$ cat src/common/drawPkg.sv
// tile drawing engine package with screen geometry, pivot tables and shared types
package drawPkg;

   // one tile is one rom image
   localparam int tileWidth  = 80;
   localparam int tileHeight = 60;
   localparam int tilePixels = tileWidth * tileHeight;  // 4800

   // plotter side
   localparam int screenWidth  = 320;
   localparam int screenHeight = 240;
   localparam int screenXBits  = 10;
   localparam int screenYBits  = 9;
   localparam int colourBits   = 24;  // rgb

   // counters inside a tile
   localparam int tileXBits   = 7;
   localparam int tileYBits   = 6;
   localparam int romAddrBits = 13;

   // pivot tables, entry 0 sits in the low bits
   // scatter positions on the left half, indexed by tile
   localparam logic [3:0][screenXBits-1:0] scatterPivotX = {
      10'd81, 10'd0, 10'd81, 10'd0
   };
   localparam logic [3:0][screenYBits-1:0] scatterPivotY = {
      9'd61, 9'd61, 9'd0, 9'd0
   };

   // placement slots on the right half, indexed by slot
   localparam logic [3:0][screenXBits-1:0] slotPivotX = {
      10'd240, 10'd160, 10'd240, 10'd160
   };
   localparam logic [3:0][screenYBits-1:0] slotPivotY = {
      9'd60, 9'd60, 9'd0, 9'd0
   };

   // controller states
   typedef enum logic [1:0] {
      stReset,
      stScatter,
      stIdle,
      stPlace
   } drawState_t;

   // one scan position inside a tile
   typedef struct packed {
      logic [tileXBits-1:0]   x;
      logic [tileYBits-1:0]   y;
      logic [romAddrBits-1:0] addr;
      logic                   last;  // final pixel of the tile
   } scanPos_t;

   // what is being drawn right now
   typedef struct packed {
      logic       active;
      logic       placeMode;  // 0 scatter, 1 placement
      logic [1:0] tile;
      logic [1:0] slot;
   } drawCmd_t;

endpackage
$ cat src/verilog/drawEngine.sv
// tile drawing engine top, scatters four tiles then places tiles into slots on request
`timescale 1ns/1ps

module drawEngine (
   input  logic                            iClock,
   input  logic                            arstN,

   // placement request
   input  logic                            draw,
   input  logic [1:0]                      imageSelect,
   input  logic [1:0]                      location,

   // tile rom, one cycle read latency
   input  logic [drawPkg::colourBits-1:0]  romColour,
   output logic [1:0]                      romTile,
   output logic [drawPkg::romAddrBits-1:0] romAddr,

   // pixel plotter
   output logic                            oPlot,
   output logic [drawPkg::screenXBits-1:0] oX,
   output logic [drawPkg::screenYBits-1:0] oY,
   output logic [drawPkg::colourBits-1:0]  oColour,
   output logic                            oDone
);
   import drawPkg::*;

   drawCmd_t cmd;  // current tile job
   scanPos_t pos;  // scan position, also the rom address

   drawControl drawControl_inst (
      .iClock      (iClock),
      .arstN       (arstN),
      .draw        (draw),
      .imageSelect (imageSelect),
      .location    (location),
      .scanLast    (pos.last),
      .cmd         (cmd),
      .oDone       (oDone)
   );

   tileScanner tileScanner_inst (
      .iClock (iClock),
      .arstN  (arstN),
      .cmd    (cmd),
      .pos    (pos)
   );

   // rom reads the tile that is being scanned
   assign romTile = cmd.tile;
   assign romAddr = pos.addr;

   pixelPlacer pixelPlacer_inst (
      .iClock    (iClock),
      .arstN     (arstN),
      .cmd       (cmd),
      .pos       (pos),
      .romColour (romColour),
      .oPlot     (oPlot),
      .oX        (oX),
      .oY        (oY),
      .oColour   (oColour)
   );

endmodule

$ cat src/verilog/pixelPlacer.sv
// two stage pixel pipeline, lines scan positions up with rom data and adds the pivot
`timescale 1ns/1ps

module pixelPlacer (
   input  logic                            iClock,
   input  logic                            arstN,
   input  drawPkg::drawCmd_t               cmd,
   input  drawPkg::scanPos_t               pos,
   input  logic [drawPkg::colourBits-1:0]  romColour,
   output logic                            oPlot,
   output logic [drawPkg::screenXBits-1:0] oX,
   output logic [drawPkg::screenYBits-1:0] oY,
   output logic [drawPkg::colourBits-1:0]  oColour
);
   import drawPkg::*;

   drawCmd_t cmdQ;  // stage one, rom read in flight
   scanPos_t posQ;

   logic [screenXBits-1:0] pivotX;
   logic [screenYBits-1:0] pivotY;
   logic [screenXBits-1:0] tileX;
   logic [screenYBits-1:0] tileY;

   // stage one
   always_ff @(posedge iClock or negedge arstN) begin
      if (!arstN) begin
         cmdQ <= '0;
      end else begin
         cmdQ <= cmd;
      end
   end

   always_ff @(posedge iClock) begin
      posQ <= pos;
   end

   // pivot from the scatter table or the slot table
   always_comb begin
      if (cmdQ.placeMode) begin
         pivotX = slotPivotX[cmdQ.slot];
         pivotY = slotPivotY[cmdQ.slot];
      end else begin
         pivotX = scatterPivotX[cmdQ.tile];
         pivotY = scatterPivotY[cmdQ.tile];
      end
   end

   assign tileX = {{(screenXBits - tileXBits){1'b0}}, posQ.x};
   assign tileY = {{(screenYBits - tileYBits){1'b0}}, posQ.y};

   // stage two, plotter outputs
   always_ff @(posedge iClock or negedge arstN) begin
      if (!arstN) begin
         oPlot <= 1'b0;
      end else begin
         oPlot <= cmdQ.active;
      end
   end

   always_ff @(posedge iClock) begin
      oX      <= pivotX + tileX;
      oY      <= pivotY + tileY;
      oColour <= romColour;  // arrives one cycle after the address
   end

   // every plotted pixel lands on the screen
   assert property (@(posedge iClock) disable iff (!arstN)
      oPlot |-> (oX < screenXBits'(screenWidth)) && (oY < screenYBits'(screenHeight)));

endmodule

$ cat src/verilog/tileScanner.sv
// raster scanner over one tile, gives tile x/y, rom address and last pixel flag
`timescale 1ns/1ps

module tileScanner (
   input  logic              iClock,
   input  logic              arstN,
   input  drawPkg::drawCmd_t cmd,
   output drawPkg::scanPos_t pos
);
   import drawPkg::*;

   logic [tileXBits-1:0]   xCnt;
   logic [tileYBits-1:0]   yCnt;
   logic [romAddrBits-1:0] addrCnt;  // running y*80+x
   logic                   atLastX;
   logic                   atLastPixel;

   assign atLastX     = (xCnt == tileXBits'(tileWidth - 1));
   assign atLastPixel = atLastX && (yCnt == tileYBits'(tileHeight - 1));

   always_ff @(posedge iClock or negedge arstN) begin
      if (!arstN) begin
         xCnt    <= '0;
         yCnt    <= '0;
         addrCnt <= '0;
      end else if (cmd.active) begin
         if (atLastPixel) begin
            // wrap, next tile may follow directly
            xCnt    <= '0;
            yCnt    <= '0;
            addrCnt <= '0;
         end else if (atLastX) begin
            xCnt    <= '0;
            yCnt    <= yCnt + 1'b1;
            addrCnt <= addrCnt + 1'b1;
         end else begin
            xCnt    <= xCnt + 1'b1;
            addrCnt <= addrCnt + 1'b1;
         end
      end else begin
         xCnt    <= '0;  // parked at origin when idle
         yCnt    <= '0;
         addrCnt <= '0;
      end
   end

   always_comb begin
      pos.x    = xCnt;
      pos.y    = yCnt;
      pos.addr = addrCnt;
      pos.last = atLastPixel;
   end

   assert property (@(posedge iClock) disable iff (!arstN)
      addrCnt < romAddrBits'(tilePixels));

endmodule

$ cat src/drawControl/drawControl.sv
// drawing controller FSM, sequences the scatter tiles then serves placement requests
`timescale 1ns/1ps

module drawControl (
   input  logic              iClock,
   input  logic              arstN,
   input  logic              draw,
   input  logic [1:0]        imageSelect,
   input  logic [1:0]        location,
   input  logic              scanLast,
   output drawPkg::drawCmd_t cmd,
   output logic              oDone
);
   import drawPkg::*;

   drawState_t state;
   drawState_t nextState;

   logic [1:0] scatterTile;  // tile being scattered
   logic [1:0] selTile;      // latched at draw
   logic [1:0] selSlot;

   // next state
   always_comb begin
      nextState = state;
      unique case (state)
         stReset: begin
            nextState = stScatter;
         end
         stScatter: begin
            // tile 3 done ends the scatter phase
            if (scanLast && (scatterTile == 2'd3)) begin
               nextState = stIdle;
            end
         end
         stIdle: begin
            if (draw) begin
               nextState = stPlace;
            end
         end
         stPlace: begin
            if (scanLast) begin
               nextState = stIdle;
            end
         end
      endcase
   end

   always_ff @(posedge iClock or negedge arstN) begin
      if (!arstN) begin
         state <= stReset;
      end else begin
         state <= nextState;
      end
   end

   // scatter order is simply tile 0 to 3, wraps back to 0 after tile 3
   always_ff @(posedge iClock or negedge arstN) begin
      if (!arstN) begin
         scatterTile <= '0;
      end else if ((state == stScatter) && scanLast) begin
         scatterTile <= scatterTile + 2'd1;
      end
   end

   // selections only sampled on an accepted draw
   always_ff @(posedge iClock) begin
      if ((state == stIdle) && draw) begin
         selTile <= imageSelect;
         selSlot <= location;
      end
   end

   always_comb begin
      cmd.active    = (state == stScatter) || (state == stPlace);
      cmd.placeMode = (state == stPlace);
      if (state == stPlace) begin
         cmd.tile = selTile;
         cmd.slot = selSlot;
      end else begin
         cmd.tile = scatterTile;
         cmd.slot = 2'd0;  // slot unused while scattering
      end
   end

   assign oDone = (state == stIdle);

   // scanner counters must be parked whenever nothing is being drawn
   assert property (@(posedge iClock) disable iff (!arstN)
      scanLast |-> cmd.active);

   // accepted draw starts a placement of the selected tile and slot
   assert property (@(posedge iClock) disable iff (!arstN)
      (state == stIdle) && draw |=> (state == stPlace)
         && (cmd.tile == $past(imageSelect)) && (cmd.slot == $past(location)));

endmodule

$ cat config.mk
export PLATFORM = sky130hd
export DESIGN_NAME = drawEngine
export DESIGN_NICKNAME = d
export VERILOG_FILES = /design/src/common/drawPkg.sv /design/src/verilog/drawEngine.sv /design/src/verilog/pixelPlacer.sv /design/src/verilog/tileScanner.sv /design/src/drawControl/drawControl.sv
export SDC_FILE = /design/constraint.sdc
export NUM_CORES = 1
export LEC_CHECK = 0
export ABC_AREA = 0
export BUFFER_PORTS_ARGS = -buffer_cell sky130_fd_sc_hd__buf_2
export CAP_MARGIN = 30
export CELL_PAD_IN_SITES_DETAIL_PLACEMENT = 0
export CELL_PAD_IN_SITES_GLOBAL_PLACEMENT = 1
export CORE_ASPECT_RATIO = 1.25
export CORE_MARGIN = 2
export CORE_UTILIZATION = 43
export DETAILED_ROUTE_END_ITERATION = 8
export GPL_ROUTABILITY_DRIVEN = 0
export MAX_ROUTING_LAYER = met4
export PLACE_DENSITY_LB_ADDON = 0.15
export SYNTH_ARGS = -nofsm -noshare
export SYNTH_HDL_FRONTEND = slang
export SYNTH_HIERARCHICAL = 1
export SYNTH_SLANG_ARGS = --single-unit
$ cat constraint.sdc
create_clock -name iClock -period 4.36 [get_ports iClock]
set_input_delay 0.436 -clock iClock [delete_from_list [all_inputs] [get_ports iClock]]
set_output_delay 0.436 -clock iClock [all_outputs]
set_load 0.1 [all_outputs]
==> reports/results.ini <==
[outcome]
status=completed

[timing]
final.setup.tns_ns=0
fin_crit_sh=0.533
period_minus_slack_ns=2.33
fin_ws_ns=2.03
finClkSkew_ns=0.0118
hold_ws_ns=0.162
setup_viol=0
rsz0062_at_grt=false
max_freq_ghz=0.430
report.final.slew_viol_count=0
worstMarginPinSlew_ns=0.807
hold_viol_final=0
relSlewSlack=0.462

[global_route]
grt_pass1_vias=2203
grt_usage=0.155
overflow=0
grt_max_degree=38
grt_pass1_wl_um=10200
antenna_found_initial=0

[floorplan]
rows=36
die_h_um=103
coreArea_um2=7700
dieWidth_um=83.1
dieArea_um2=8540
initial_core_util=0.436
io_pins=91

[worst_setup_path]
slowest_delay_ns=0.66
r2r_cells=6
crit_end=romTile[0]
r2r-end=drawControl_inst/scatterTile[1]
path_delay_family=flip-flops
worstPathCellList=nand2_1 > mux2_2 > buf_2
worstSetupStartpointType=register
rr_startpoint=tileScanner_inst/xCnt[0]
cpMaxStageDelayCell=dfrtp_1
worstPathRequired_ns=3.92
crit_type=register to output pin
end_kind=output pin
crit_path_max_fanout=17
path_depth=3
crit_start=drawControl_inst/state[0]
r2r_slack_ns=2.10
crit_buf_inv=1
crit_arrival_ns=1.89

[synthesis]
syn_inst=278
synth_area_leaders=dfxtp_1 32%, dfrtp_1 28%, ha_1 5.6%
netlist_area_um2=3360
synth_ff_type=dfxtp_1
synth_top_cell_by_area=dfxtp_1
syn_area_per_cell_um2=12.1
yosysSeqAreaShare=0.627
synth_edf_count=4
synth_top_area_frac=0.316
async_flop_share=0.394
ys_types=50
yosysWarnings=6
yosysMostFrequentCell=dfxtp_1
ys_ff_latch=94
synthTopCellsByCount=53 x dfxtp_1, 37 x dfrtp_1, 16 x a21oi_1

[run]
maxCapViolCount=0

[drt]
wl_met1_um=2490
wl_per_cell_um=12.9
drtAntennaViolNets=0
num_vias=2334
wl_met2_um=3120
top_layer=met4
vias_per_cell=4.98
drt-total-wl_um=6030
first_pass_iters=4
drt_iter0_markers=72
drc=0
wl_met3_um=301

[finish]
layout-drive-gt1-share=0.302
post-route-util=0.533
area_delta_synth_final_pct=22.2
fillers=708
antennaDiodeCount=0
layout.nets=415

[pwr]
power.density_nw_per_um2=414
vdd_drop_max_mv=0.235
p_leak_nw=2.01
pwr-share-clk=0.405
intPower_mw=1.28
power.switching_uw=418
sw_frac_of_total=0.246
comb_power_share=0.075
pwr-share-seq=0.520
finalPower_mw=1.70

[clock_tree]
worst_skew_pair.late_latency_ns=0.36
ctsHoldBuffers=0
htreeDepth=3
cts_buffers=9
cts_setup_buffers=0
cts_resized=0
cts_tree=done
clock_path_buffers=2
clock_sinks=94
cts_root_buf=clkbuf_8
clkTransAtPathRegs_ns=0.09

[place]
io_buffers=87
hpwl_um=4230
pre_cts_slack_ns=2.10

[worst_hold_path]
worstHoldPathType=input port to async pin

==> flip-flops by register name, summed over array words and instances (netlist names) <==
register	count
pixelPlacer_inst/cmdQ	6
drawControl_inst/state	2
tileScanner_inst/xCnt	7
pixelPlacer_inst/oPlot	1
drawControl_inst/selTile	2
pixelPlacer_inst/oX	9
pixelPlacer_inst/oY	7
pixelPlacer_inst/posQ	13
drawControl_inst/scatterTile	2
pixelPlacer_inst/oColour	24
tileScanner_inst/yCnt	6
tileScanner_inst/addrCnt	13
drawControl_inst/selSlot	2
==> metal layers <==
layer	vias to the layer above	track usage
met3	11	0.0416
met4	0	0.0807
met2	59	0.262
li1	1166	-
met1	1098	0.169
met5	-	-
==> stage by stage <==
| step | instances | area (um2) |
|---|---|---|
| 6_report | 469 | 4110 |
| 5_1_grt | 469 | 4110 |
| 4_1_cts | 469 | 4110 |
| 3_5_place_dp | 453 | 3860 |
| 3_3_place_gp | 453 | 3860 |
| 2_1_floorplan | 280 | 3370 |
==> worst min path at each step <==
stage,startpoint,to,slack [ns]
floorplan,arstN,drawControl_inst/scatterTile[0],0.14
detailed placement,pixelPlacer_inst/cmdQ[5],pixelPlacer_inst/oPlot,0.35
global placement,pixelPlacer_inst/cmdQ[5],pixelPlacer_inst/oPlot,0.34
finish,arstN,pixelPlacer_inst/cmdQ[3],0.16
CTS,romColour[22],pixelPlacer_inst/oColour[22],0.15
global route,romColour[12],pixelPlacer_inst/oColour[12],0.14
==> power by group through the flow <==
stage	clock network (mW)	registers (mW)	logic, mW
final	0.688	0.882	0.128
after global routing	0.742	0.884	0.133
after CTS	0.707	0.883	0.129
after detailed placement	0	0.902	0.129
after global placement	0	0.902	0.129
after floorplan	0	0.989	0.0133
==> area by class of cell <==
| class | count | area, um2 | area share |
|---|---|---|---|
| clock buffer | 9 | 124 | 0.0302 |
| clock inverter | 7 | 120 | 0.0293 |
| inverter | 11 | 41.3 | 0.0101 |
| multi-input combinational | 165 | 1150 | 0.280 |
| sequential | 94 | 2110 | 0.513 |
| tap | 95 | 119 | 0.0290 |
| timing repair buffer | 88 | 443 | 0.108 |
==> worst reg2reg max path: stages (launching register included) <==
cell,delay [ns]
dfrtp_1,0.39
ha_1,0.22
nand3_1,0.44
nor3_1,0.49
nand2_1,0.13
nor2_2,0.16
mux2_1,0.33
==> cells in the final DEF (no fill, tap or decap), types with 3 or more instances in the layout <==
| master | synthesis | final |
|---|---|---|
| or3_1 | 6 | 6 |
| or4_1 | 6 | 6 |
| xor2_1 | 7 | 7 |
| conb_1 | 1 | 3 |
| o21ai_0 | 13 | 13 |
| bufinv_16 | 0 | 3 |
| ha_1 | 15 | 15 |
| inv_1 | 11 | 11 |
| buf_2 | 0 | 87 |
| o31ai_1 | 5 | 5 |
| xnor2_1 | 9 | 9 |
| mux2_2 | 3 | 3 |
| dfxtp_1 | 53 | 53 |
| edfxtp_1 | 4 | 4 |
| and3_1 | 3 | 3 |
| nand2_1 | 10 | 10 |
| nor2_1 | 10 | 10 |
| nand3_1 | 11 | 11 |
| a21oi_1 | 16 | 16 |
| nand4_1 | 7 | 7 |
| a21o_1 | 5 | 5 |
| clkbuf_8 | 0 | 9 |
| nor2b_1 | 4 | 4 |
| dfrtp_1 | 37 | 37 |
==> cells by family after synthesis <==
group	share of synthesized area
AOI/OAI and AO/OA	0.0998
xor gates and xnor gates	0.0417
adders and majority gates	0.0558
buffers and inverters	0.0328
DFF	0.627
muxes	0.0134
other	0.00112
and+or+nand+nor	0.128
(Power assumes the default switching activity.)
